## src/include/ctrl_cfg.svh

```systemverilog
`ifndef CTRL_CFG_SVH
`define CTRL_CFG_SVH

// ************************************************************
// widths fixed by the instruction set
`define INSTR_W        16
`define REG_SEL_W      4
`define ALU_MODE_W     4
`define CLASS_W        4
`define COND_W         3
`define SP_LOW_REG     4'd14      // low byte of the stack pointer pair

// ************************************************************
// instruction word fields
`define FLD_DEST       15:12
`define FLD_SRC        11:8
`define FLD_COND       15:13      // branch condition, overlaps dest
`define FLD_SUB        7:3
`define FLD_GRP        2:0
`define FLD_RI_OP      3:1
`define FLD_RR_OP      6:3
`define RI_FLAG_BIT    0

// opcode groups and sub-opcodes
`define GRP_IN         3'b010
`define GRP_OUT        3'b100
`define GRP_SUB        3'b000
`define RI_OP_LDI      3'b000     // load immediate, flags untouched
`define RI_OP_NONE     3'b111
`define SUB_ALU_FIRST  5'd1
`define SUB_ALU_LAST   5'd12
`define SUB_STORE      5'd13
`define SUB_LOAD       5'd16
`define SUB_JMP        5'd22
`define SUB_CALL       5'd23
`define SUB_RET        5'd24
`define SUB_PUS        5'd25
`define SUB_POS        5'd26
`define SUB_SSR        5'd27
`define SUB_CSR        5'd28
`define SUB_HLT        5'd29

// decoded classes
`define CLASS_NOP      4'd0
`define CLASS_ALU_IMM  4'd1
`define CLASS_IN       4'd2
`define CLASS_OUT      4'd3
`define CLASS_ALU_REG  4'd4
`define CLASS_PAIR_MEM 4'd5
`define CLASS_JMP      4'd6
`define CLASS_CALL     4'd7
`define CLASS_RET      4'd8
`define CLASS_PUS      4'd9
`define CLASS_POS      4'd10
`define CLASS_STAT_MASK 4'd11
`define CLASS_HLT      4'd12

// ALU modes
`define ALU_PASS_B     4'b0000
`define ALU_AND        4'b0001
`define ALU_OR         4'b0010
`define ALU_PASS_A     4'b1101

// ************************************************************
// datapath mux selects
`define REGSRC_ALU       2'b00
`define REGSRC_MEMIO     2'b10    // data memory / IO read bus
`define ALUA_STATUS      1'b0     // zero-extended status register
`define ALUA_REG         1'b1
`define ALUB_REG         2'b00
`define ALUB_MASK        2'b01    // 4-bit mask from the src field
`define ALUB_IMM         2'b10
`define DDATA_PC_HIGH    3'b000
`define DDATA_PC_LOW     3'b001
`define DDATA_ALU        3'b010
`define DADDR_PAIR       2'b00
`define DADDR_IMM        2'b01
`define DADDR_SP_PLUS1   2'b10
`define STATUS_ALU_FLAGS 2'b00
`define STATUS_ALU_OUT   2'b01
`define STATUS_MEM       2'b10
`define IADDR_PC_PLUS1   3'b000   // skips the inline address word
`define IADDR_PC         3'b001
`define IADDR_INSTR      3'b011
`define IADDR_RETURN     3'b101

`endif

```

## src/design/ctrl_pkg.sv

```systemverilog
`include "ctrl_cfg.svh"

package ctrl_pkg;

    typedef logic [`INSTR_W-1:0]    instrWord_t;
    typedef logic [`REG_SEL_W-1:0]  regSel_t;
    typedef logic [`ALU_MODE_W-1:0] aluMode_t;
    typedef logic [`CLASS_W-1:0]    instrClass_t;
    typedef logic [`COND_W-1:0]     condCode_t;

    typedef struct packed {
        logic carry;
        logic zero;
        logic negative;
    } statusFlags_t;

    typedef struct packed {
        instrClass_t instrClass;
        regSel_t     destSel;
        regSel_t     srcSel;
        aluMode_t    aluOp;
        logic        isStore;
        logic        isLoadImm;
        logic        setMask;     // SSR, else CSR
    } decodedInstr_t;

    typedef struct packed {
        logic [1:0] src;
        regSel_t    outBSel;
        logic       writeEn;
        logic       incPair;
        logic       decPair;
    } regFileCtrl_t;

    typedef struct packed {
        logic       srcASel;
        logic [1:0] srcBSel;
        aluMode_t   mode;
    } aluCtrl_t;

    typedef struct packed {
        logic [1:0] srcSel;
        logic       flagEn;
    } statusCtrl_t;

    typedef struct packed {
        logic [2:0] dataSel;
        logic [1:0] addrSel;
        logic       writeEn;
        logic       readEn;
    } memIoCtrl_t;

    typedef struct packed {
        logic [2:0] addrSel;
        logic       readEn;
        logic       pcWriteEn;
    } fetchCtrl_t;

    typedef enum logic [2:0] {
        stepExec      = 3'b000,
        stepJmpAddr   = 3'b001,
        stepSecond    = 3'b010,    // second cycle of IN, load and RET
        stepCallHigh  = 3'b011,
        stepRetLast   = 3'b100,
        stepInitFetch = 3'b111
    } ctrlStep_t;

endpackage

```

## src/design/instrDecoder.sv

```systemverilog
`timescale 1ns/1ns
`include "ctrl_cfg.svh"

module instrDecoder (
    input  ctrl_pkg::instrWord_t    instr,
    input  ctrl_pkg::statusFlags_t  flags,
    output ctrl_pkg::decodedInstr_t decoded,
    output logic                    condTrue
);
    import ctrl_pkg::*;

    condCode_t cond;

    assign cond = instr[`FLD_COND];

    // ************************************************************
    // branch condition for JMP, CALL and RET
    always_comb begin
        case (cond)
            3'd1:    condTrue = flags.carry;
            3'd2:    condTrue = ~flags.carry;
            3'd3:    condTrue = flags.zero;
            3'd4:    condTrue = ~flags.zero;
            3'd5:    condTrue = flags.negative;
            3'd6:    condTrue = ~flags.negative;
            default: condTrue = 1'b1;            // 0 and 7 always
        endcase
    end

    // ************************************************************
    // class and field extraction
    always_comb begin
        decoded.instrClass = `CLASS_NOP;
        decoded.destSel    = instr[`FLD_DEST];
        decoded.srcSel     = instr[`FLD_SRC];    // also pair number and SSR/CSR mask
        decoded.aluOp      = `ALU_PASS_B;
        decoded.isStore    = (instr[`FLD_SUB] == `SUB_STORE);
        decoded.isLoadImm  = 1'b0;
        decoded.setMask    = (instr[`FLD_SUB] == `SUB_SSR);

        if (instr[`RI_FLAG_BIT] && instr[`FLD_RI_OP] != `RI_OP_NONE) begin
            decoded.instrClass = `CLASS_ALU_IMM;
            decoded.aluOp      = {1'b0, instr[`FLD_RI_OP]};
            decoded.isLoadImm  = (instr[`FLD_RI_OP] == `RI_OP_LDI);
        end else if (instr[`FLD_GRP] == `GRP_IN) begin
            decoded.instrClass = `CLASS_IN;
        end else if (instr[`FLD_GRP] == `GRP_OUT) begin
            decoded.instrClass = `CLASS_OUT;
        end else if (instr[`FLD_GRP] == `GRP_SUB) begin
            case (instr[`FLD_SUB]) inside
                [`SUB_ALU_FIRST:`SUB_ALU_LAST]: begin
                    decoded.instrClass = `CLASS_ALU_REG;
                    decoded.aluOp      = instr[`FLD_RR_OP];
                end
                `SUB_STORE, `SUB_LOAD: decoded.instrClass = `CLASS_PAIR_MEM;
                `SUB_JMP:              decoded.instrClass = `CLASS_JMP;
                `SUB_CALL:             decoded.instrClass = `CLASS_CALL;
                `SUB_RET:              decoded.instrClass = `CLASS_RET;
                `SUB_PUS:              decoded.instrClass = `CLASS_PUS;
                `SUB_POS:              decoded.instrClass = `CLASS_POS;
                `SUB_SSR, `SUB_CSR:    decoded.instrClass = `CLASS_STAT_MASK;
                `SUB_HLT:              decoded.instrClass = `CLASS_HLT;
                default:               decoded.instrClass = `CLASS_NOP;  // incl. old pair ops
            endcase
        end
    end

endmodule

```

## src/design/controlSequencer.sv

```systemverilog
`timescale 1ns/1ns
`include "ctrl_cfg.svh"

module controlSequencer (
    input  logic                    clk,
    input  logic                    rst,
    input  ctrl_pkg::decodedInstr_t decoded,
    input  logic                    condTrue,
    output ctrl_pkg::ctrlStep_t     step,
    output logic                    taken
);
    import ctrl_pkg::*;

    ctrlStep_t nextStep;

    // only the first cycle of an instruction looks at the condition
    assign taken = (step == stepExec) && condTrue;

    always_ff @(posedge clk) begin
        if (rst) begin
            step <= stepInitFetch;
        end else begin
            step <= nextStep;
        end
    end

    // ************************************************************
    // next step; instr is held during stall steps so the class stays valid
    always_comb begin
        nextStep = stepExec;
        case (step)
            stepExec: begin
                case (decoded.instrClass)
                    `CLASS_IN:       nextStep = stepSecond;
                    `CLASS_PAIR_MEM: begin
                        if (!decoded.isStore) begin
                            nextStep = stepSecond;   // load waits for data
                        end
                    end
                    `CLASS_JMP:      nextStep = taken ? stepJmpAddr : stepExec;
                    `CLASS_CALL:     nextStep = taken ? stepCallHigh : stepExec;
                    `CLASS_RET:      nextStep = taken ? stepSecond : stepExec;
                    default:         nextStep = stepExec;
                endcase
            end
            stepSecond: begin
                if (decoded.instrClass == `CLASS_RET) begin
                    nextStep = stepRetLast;          // third pop cycle
                end
            end
            default: nextStep = stepExec;            // init, jmp addr, call high, ret last
        endcase
    end

endmodule

```

## src/design/regAluCtrl.sv

```systemverilog
`timescale 1ns/1ns
`include "ctrl_cfg.svh"

module regAluCtrl (
    input  ctrl_pkg::decodedInstr_t decoded,
    input  ctrl_pkg::ctrlStep_t     step,
    input  logic                    taken,
    output ctrl_pkg::regFileCtrl_t  regFile,
    output ctrl_pkg::aluCtrl_t      alu,
    output ctrl_pkg::statusCtrl_t   status
);
    import ctrl_pkg::*;

    regSel_t pairLow;
    logic    inSecond;

    assign pairLow  = {decoded.srcSel[`REG_SEL_W-1:1], 1'b0};  // even reg of pair
    assign inSecond = (step == stepSecond);

    always_comb begin
        regFile.src     = `REGSRC_ALU;
        regFile.outBSel = decoded.destSel;
        regFile.writeEn = 1'b0;
        regFile.incPair = 1'b0;
        regFile.decPair = 1'b0;
        alu.srcASel     = `ALUA_REG;
        alu.srcBSel     = `ALUB_REG;
        alu.mode        = `ALU_PASS_B;
        status.srcSel   = `STATUS_ALU_FLAGS;
        status.flagEn   = 1'b0;

        if (step == stepCallHigh) begin
            regFile.outBSel = `SP_LOW_REG;
            regFile.decPair = 1'b1;                      // room for the high byte
        end else if (step inside {stepExec, stepSecond, stepRetLast}) begin
            case (decoded.instrClass)
                `CLASS_ALU_IMM: begin
                    regFile.writeEn = 1'b1;
                    alu.srcBSel     = `ALUB_IMM;
                    alu.mode        = decoded.aluOp;
                    status.flagEn   = !decoded.isLoadImm;
                end
                `CLASS_ALU_REG: begin
                    regFile.outBSel = decoded.srcSel;
                    regFile.writeEn = 1'b1;
                    alu.mode        = decoded.aluOp;
                    status.flagEn   = 1'b1;
                end
                `CLASS_IN: begin
                    regFile.src     = `REGSRC_MEMIO;
                    regFile.writeEn = inSecond;          // data valid one cycle late
                end
                `CLASS_PAIR_MEM: begin
                    regFile.src     = `REGSRC_MEMIO;
                    regFile.outBSel = pairLow;
                    regFile.writeEn = inSecond && !decoded.isStore;
                    alu.mode        = `ALU_PASS_A;       // store data from reg A
                end
                `CLASS_CALL: begin
                    regFile.outBSel = `SP_LOW_REG;
                    regFile.decPair = taken;             // low byte push
                end
                `CLASS_RET: begin
                    regFile.outBSel = `SP_LOW_REG;
                    regFile.incPair = taken || inSecond;
                end
                `CLASS_PUS: begin
                    regFile.outBSel = `SP_LOW_REG;
                    regFile.decPair = 1'b1;
                    alu.srcASel     = `ALUA_STATUS;
                    alu.mode        = `ALU_PASS_A;
                end
                `CLASS_POS: begin
                    regFile.outBSel = `SP_LOW_REG;
                    regFile.incPair = 1'b1;
                    status.srcSel   = `STATUS_MEM;
                    status.flagEn   = 1'b1;
                end
                `CLASS_STAT_MASK: begin
                    alu.srcASel     = `ALUA_STATUS;
                    alu.srcBSel     = `ALUB_MASK;
                    alu.mode        = decoded.setMask ? `ALU_OR : `ALU_AND;
                    status.srcSel   = `STATUS_ALU_OUT;
                    status.flagEn   = 1'b1;
                end
                default: begin
                    regFile.writeEn = 1'b0;              // OUT, JMP, HLT, NOP
                end
            endcase
        end
    end

endmodule

```

## src/design/memIoCtrl.sv

```systemverilog
`timescale 1ns/1ns
`include "ctrl_cfg.svh"

module memIoCtrl (
    input  ctrl_pkg::decodedInstr_t decoded,
    input  ctrl_pkg::ctrlStep_t     step,
    input  logic                    taken,
    output ctrl_pkg::memIoCtrl_t    memIo
);
    import ctrl_pkg::*;

    always_comb begin
        memIo.dataSel = `DDATA_ALU;
        memIo.addrSel = `DADDR_PAIR;     // pair or SP, whichever reg B reads
        memIo.writeEn = 1'b0;
        memIo.readEn  = 1'b0;

        if (step == stepCallHigh) begin
            memIo.dataSel = `DDATA_PC_HIGH;
            memIo.writeEn = 1'b1;
        end else if (step inside {stepExec, stepSecond, stepRetLast}) begin
            case (decoded.instrClass)
                `CLASS_IN: begin
                    memIo.addrSel = `DADDR_IMM;
                    memIo.readEn  = 1'b1;
                end
                `CLASS_OUT: begin
                    memIo.addrSel = `DADDR_IMM;
                    memIo.writeEn = 1'b1;
                end
                `CLASS_PAIR_MEM: begin
                    memIo.writeEn = decoded.isStore;
                    memIo.readEn  = !decoded.isStore;
                end
                `CLASS_CALL: begin
                    memIo.dataSel = `DDATA_PC_LOW;
                    memIo.writeEn = taken;
                end
                `CLASS_RET: begin
                    memIo.addrSel = `DADDR_SP_PLUS1;  // SP points below the top byte
                    memIo.readEn  = 1'b1;
                end
                `CLASS_PUS: memIo.writeEn = 1'b1;
                `CLASS_POS: memIo.readEn  = 1'b1;
                default:    memIo.readEn  = 1'b0;
            endcase
        end
    end

endmodule

```

## src/design/fetchCtrl.sv

```systemverilog
`timescale 1ns/1ns
`include "ctrl_cfg.svh"

module fetchCtrl (
    input  ctrl_pkg::decodedInstr_t decoded,
    input  ctrl_pkg::ctrlStep_t     step,
    input  logic                    taken,
    output ctrl_pkg::fetchCtrl_t    fetch
);
    import ctrl_pkg::*;

    logic isRet;

    assign isRet = (decoded.instrClass == `CLASS_RET);

    always_comb begin
        fetch.addrSel   = `IADDR_PC;
        fetch.readEn    = 1'b1;
        fetch.pcWriteEn = 1'b1;

        case (step)
            stepExec: begin
                case (decoded.instrClass)
                    `CLASS_IN, `CLASS_HLT: begin
                        fetch.readEn    = 1'b0;
                        fetch.pcWriteEn = 1'b0;
                    end
                    `CLASS_PAIR_MEM: begin
                        fetch.readEn    = decoded.isStore;
                        fetch.pcWriteEn = decoded.isStore;
                    end
                    `CLASS_JMP: begin
                        fetch.addrSel = taken ? `IADDR_PC : `IADDR_PC_PLUS1;
                    end
                    `CLASS_CALL: begin
                        // taken: read the target word, hold PC for the high byte
                        fetch.addrSel   = taken ? `IADDR_PC : `IADDR_PC_PLUS1;
                        fetch.pcWriteEn = !taken;
                    end
                    `CLASS_RET: begin
                        fetch.addrSel   = taken ? `IADDR_RETURN : `IADDR_PC;
                        fetch.readEn    = !taken;
                        fetch.pcWriteEn = !taken;
                    end
                    default: fetch.addrSel = `IADDR_PC;
                endcase
            end
            stepSecond: begin
                if (isRet) begin
                    fetch.addrSel   = `IADDR_RETURN;
                    fetch.readEn    = 1'b0;
                    fetch.pcWriteEn = 1'b0;
                end
            end
            stepRetLast:               fetch.addrSel = `IADDR_RETURN;
            stepJmpAddr, stepCallHigh: fetch.addrSel = `IADDR_INSTR;  // word is the target
            default:                   fetch.addrSel = `IADDR_PC;     // initial fetch
        endcase
    end

endmodule

```

## src/design/cpuControl.sv

```systemverilog
`timescale 1ns/1ns

module cpuControl (
    input  logic                   clk,
    input  logic                   rst,
    input  ctrl_pkg::instrWord_t   instr,
    input  ctrl_pkg::statusFlags_t flags,
    output ctrl_pkg::regFileCtrl_t regFile,
    output ctrl_pkg::aluCtrl_t     alu,
    output ctrl_pkg::statusCtrl_t  status,
    output ctrl_pkg::memIoCtrl_t   memIo,
    output ctrl_pkg::fetchCtrl_t   fetch
);
    import ctrl_pkg::*;

    decodedInstr_t decoded;
    logic          condTrue;
    ctrlStep_t     step;
    logic          taken;

    instrDecoder u_instrDecoder (
        .instr    (instr),
        .flags    (flags),
        .decoded  (decoded),
        .condTrue (condTrue)
    );

    controlSequencer u_controlSequencer (
        .clk      (clk),
        .rst      (rst),
        .decoded  (decoded),
        .condTrue (condTrue),
        .step     (step),
        .taken    (taken)
    );

    regAluCtrl u_regAluCtrl (
        .decoded (decoded),
        .step    (step),
        .taken   (taken),
        .regFile (regFile),
        .alu     (alu),
        .status  (status)
    );

    memIoCtrl u_memIoCtrl (
        .decoded (decoded),
        .step    (step),
        .taken   (taken),
        .memIo   (memIo)
    );

    fetchCtrl u_fetchCtrl (
        .decoded (decoded),
        .step    (step),
        .taken   (taken),
        .fetch   (fetch)
    );

endmodule

```

## config.mk

```make
export PLATFORM = sky130hd
export DESIGN_NAME = cpuControl
export DESIGN_NICKNAME = d
export VERILOG_FILES = /design/src/design/ctrl_pkg.sv /design/src/design/instrDecoder.sv /design/src/design/controlSequencer.sv /design/src/design/regAluCtrl.sv /design/src/design/memIoCtrl.sv /design/src/design/fetchCtrl.sv /design/src/design/cpuControl.sv
export VERILOG_INCLUDE_DIRS = /design/src /design/src/include
export SDC_FILE = /design/constraint.sdc
export NUM_CORES = 1
export LEC_CHECK = 0
export BUFFER_PORTS_ARGS = -buffer_cell sky130_fd_sc_hd__buf_2
export CORE_MARGIN = 5
export CORE_UTILIZATION = 40
export DETAILED_ROUTE_END_ITERATION = 16
export GPL_ROUTABILITY_DRIVEN = 0
export PLACE_DENSITY = 0.67
export SLEW_MARGIN = 15
export SYNTH_ARGS = -nofsm -noshare
export SYNTH_HDL_FRONTEND = slang
export SYNTH_SLANG_ARGS = --single-unit
```

## constraint.sdc

```tcl
create_clock -name clk -period 3 [get_ports clk]
set_input_delay 0.6 -clock clk [delete_from_list [all_inputs] [get_ports clk]]
set_output_delay 0.6 -clock clk [all_outputs]
set_load 0.03 [all_outputs]
```

==> impl_results.md <==
* Outcome: finished with violations
* Failing checks: negative setup slack
* Number of synthesized flops with an enable pin at 0
* Commonest non-fill, non-tap cell in the layout: buf_4
* Top post-synthesis cells by area: nand2_1 7.7%, a21oi_1 7.0%, nor2_1 6.3%
* Layout cells sized above 1 at between 50% and 60%
* Ys async rst share at 0%
* Crit Path Class: primary input to output port
* Seq/Total Area, Yosys at about 5.6%
* DP HPWL at 3410 um
* Slowest cell on the critical path: o32a_1
* Core region area at 2520 sq um
* Drt first pass iters at 5
* CP endpoint kind: output port
* Max clock buf depth at 2
* Vias/cell at ~6.5
* Pin count of the biggest net entering global routing at 10
* Final hold violations at 0
* Die width at around 62 um
* PwrDens at 199 nW/um^2
* Core Util, Final at 83.3%
* Largest registers: u_controlSequencer.step (3)
* Worst slew margin at a little under three fifths
* Critical Path RT at 2.40 ns
* HP Class: primary input to flop
* Final WL at roughly 6100 um
* Hold Crit Endpoint: u_controlSequencer.step[0]
* R2R Setup Slk at about 1.5 ns
* Layout net count at roughly 280
* FF-to-FF path depth at 4
* Max Fanout on Critical Path at 5
* Area share of the largest cell type after synthesis at under 10%
* Minimum clock period at 3.21 ns
* Hold_sp: rst
* RSZ-0062 raised after global routing: true
* Num CTS Buffers at 3
* Startpoint Class: primary input
* Worst-path clk slew at 0.04 ns
* Gr ovfl total at 0
* Cell Area, Synth at roughly 1100 sq um
* Clock Skew at between 0.008 and 0.009 ns
* Worst Setup Slack, final at -0.212 ns
* Maximum vdd ir drop at 0.226 mV
* TritonCTS clock tree: yes
* Final setup viols at 15
* Area Growth Syn to Fin at 95.8%
* Setup_tns at -1.65 ns
* R2R Path Start: u_controlSequencer.step[2]
* Top Ports at between 50 and 60
* Initial core utilization at 42.6%
* Layout fillers at roughly 150
* Least-Margin Pin Slew at about 0.64 ns
* RR Endpoint: u_controlSequencer.step[1]
* FF+latch area at 60.1 sq um
* Max FFs per register at 3
* Hold depth at 2
* DRC violations left at 0
* Most common flop cell mapped by yosys: dfxtp_1
* Crit-path cells: buf_8, buf_4, buf_8, nor2_4, a41oi_4, o32a_1, buf_4, nand2_1, o221ai_1, a21oi_1, o21ai_2, buf_6
* Initial antenna violation count at 0
* GRT Util Overall at between 20% and 30%
* Mapped Cells at 170
* Placed cells at around 270
* Synth cell types at 56
* Die Height at between 60 and 70 um
* WL/cell at between 20 and 25 um
* H-tree levels at 1
* Post-synth top area cell: nand2_1
* Clk sinks at 3
* Max Freq at between 300 and 400 MHz
* Leak pwr at ~0.00089 uW
* Maxcap violations at 0
* Design Area, Final at 2100 sq um
* Post-Layout Cell Count at approximately 290
* Hold_ws at approximately 0.6 ns
* Max-slew violation count at 0
* Vias in the first global route at 1721
* CP peak stage delay at around 0.43 ns
* Synthesis Warnings at 0
* Worst EP arrival at between 2 and 3 ns
* First-pass GRT wire length at 7960 um
* Most frequent cells in the layout: 50 x buf_4, 26 x buf_2, 22 x buf_6, 21 x nand2_1, 15 x nor2_1
* Placed Area at approximately 1600 sq um
* Top reg by flops: u_controlSequencer.step
* Die area at 3820 sq um
* Iter 0 DRT Violations at about 230
* Post-DRT Antenna Nets at 0
* Average size of a mapped cell at 6.31 sq um
* Skew-Pair Late Insertion Delay at between 0.2 and 0.25 ns
* Footprint of the multi-input gates at 1170 sq um
* Port Buffers at 49
* Number of synthesized register bits at 3
* Ant. Diodes at 0
* Final Cycle Share at 107%
* Num rows at 18
* DR vias at between 1.5k and 2k
* Root buffer cell: clkbuf_4
[power by group]
| group | internal (uW) | total (uW) | switching [uW] |
|---|---|---|---|
| sequential | 42.3 | 47.5 | 5.24 |
| clock | 50.0 | 73.5 | 23.4 |
| combinational | 129 | 298 | 169 |
| total | 222 | 419 | 198 |
[cell type report]
class | instances | share of cell area, %
multi-input combinational | 148 | 55.8
timing repair buffer | 102 | 38.0
sequential | 3 | 2.86
tap | 30 | 1.79
clock buffer | 4 | 1.25
inverter | 2 | 0.357
[timing repair]
item                                    4_1_cts  5_1_grt
resized for setup                            54       32
hold buffers                                  0        0
endpoints found under the hold margin         0        0
pin swaps                                    16       10
buffers inserted                              8        6
endpoints found under the setup margin       15       23
[metal layers]
| layer | wire length (um) | part of all wire [%] | GRT usage (%) |
|---|---|---|---|
| met1 | 2240 | 37 | 36.4 |
| met2 | 2870 | 47 | 43.3 |
| met3 | 633 | 10 | 2.48 |
| met4 | 317 | 5.2 | 13.3 |
| met5 | 0 | 0 | 0 |
[worst max path at each step]
| stage | slack [ns] | depth (start not counted) | to | from |
|---|---|---|---|---|
| floorplan | -0.05 | 10 | regFile[3] | instr[4] |
| global placement | -0.12 | 11 | regFile[4] | instr[4] |
| detailed placement | -0.17 | 9 | regFile[4] | instr[3] |
| CTS | -0.11 | 9 | regFile[2] | instr[4] |
| global route | -0.28 | 12 | fetch[0] | instr[4] |
| finish | -0.21 | 12 | fetch[0] | instr[4] |
[stage by stage]
| step | setup slack [ns] | total power [uW] |
|---|---|---|
| final | -0.212 | 419 |
| after floorplan | -0.0545 | 188 |
| after detailed placement | -0.174 | 262 |
| after CTS | -0.112 | 379 |
| after global routing | -0.285 | 435 |
| after global placement | -0.117 | 258 |
[synthesized netlist by cell type (all sizes together), types with 2 or more instances]
cell,count
nand2,22
nor2,18
a21oi,15
nor3,12
o21ai,12
buf,11
and2,9
clkbuf,7
nand3,6
o211ai,4
a31oi,3
dfxtp,3
nand2b,3
or2,3
a211o,2
a22oi,2
a31o,2
inv,2
nand4,2
nor4,2
o21a,2
o31a,2
o31ai,2
[kinds of logic (layout without fill, tap and decap cells)]
logic type / after synthesis / after routing / synth area share [%]
simple gates: 84 / 84 / 38.7
other cells: 1 / 2 / 0.349
compound gates: 60 / 60 / 42.8
flops: 3 / 3 / 5.59
buf+inv: 20 / 108 / 11.0
xor+xnor: 2 / 2 / 1.63
[critical path: cells and delay by family]
family          cells  cell delay [ns]
compound gates      5             1.07
buf+inv             5             0.69
simple gates        2             0.24
Note: power is estimated with default switching activity, not from simulation.
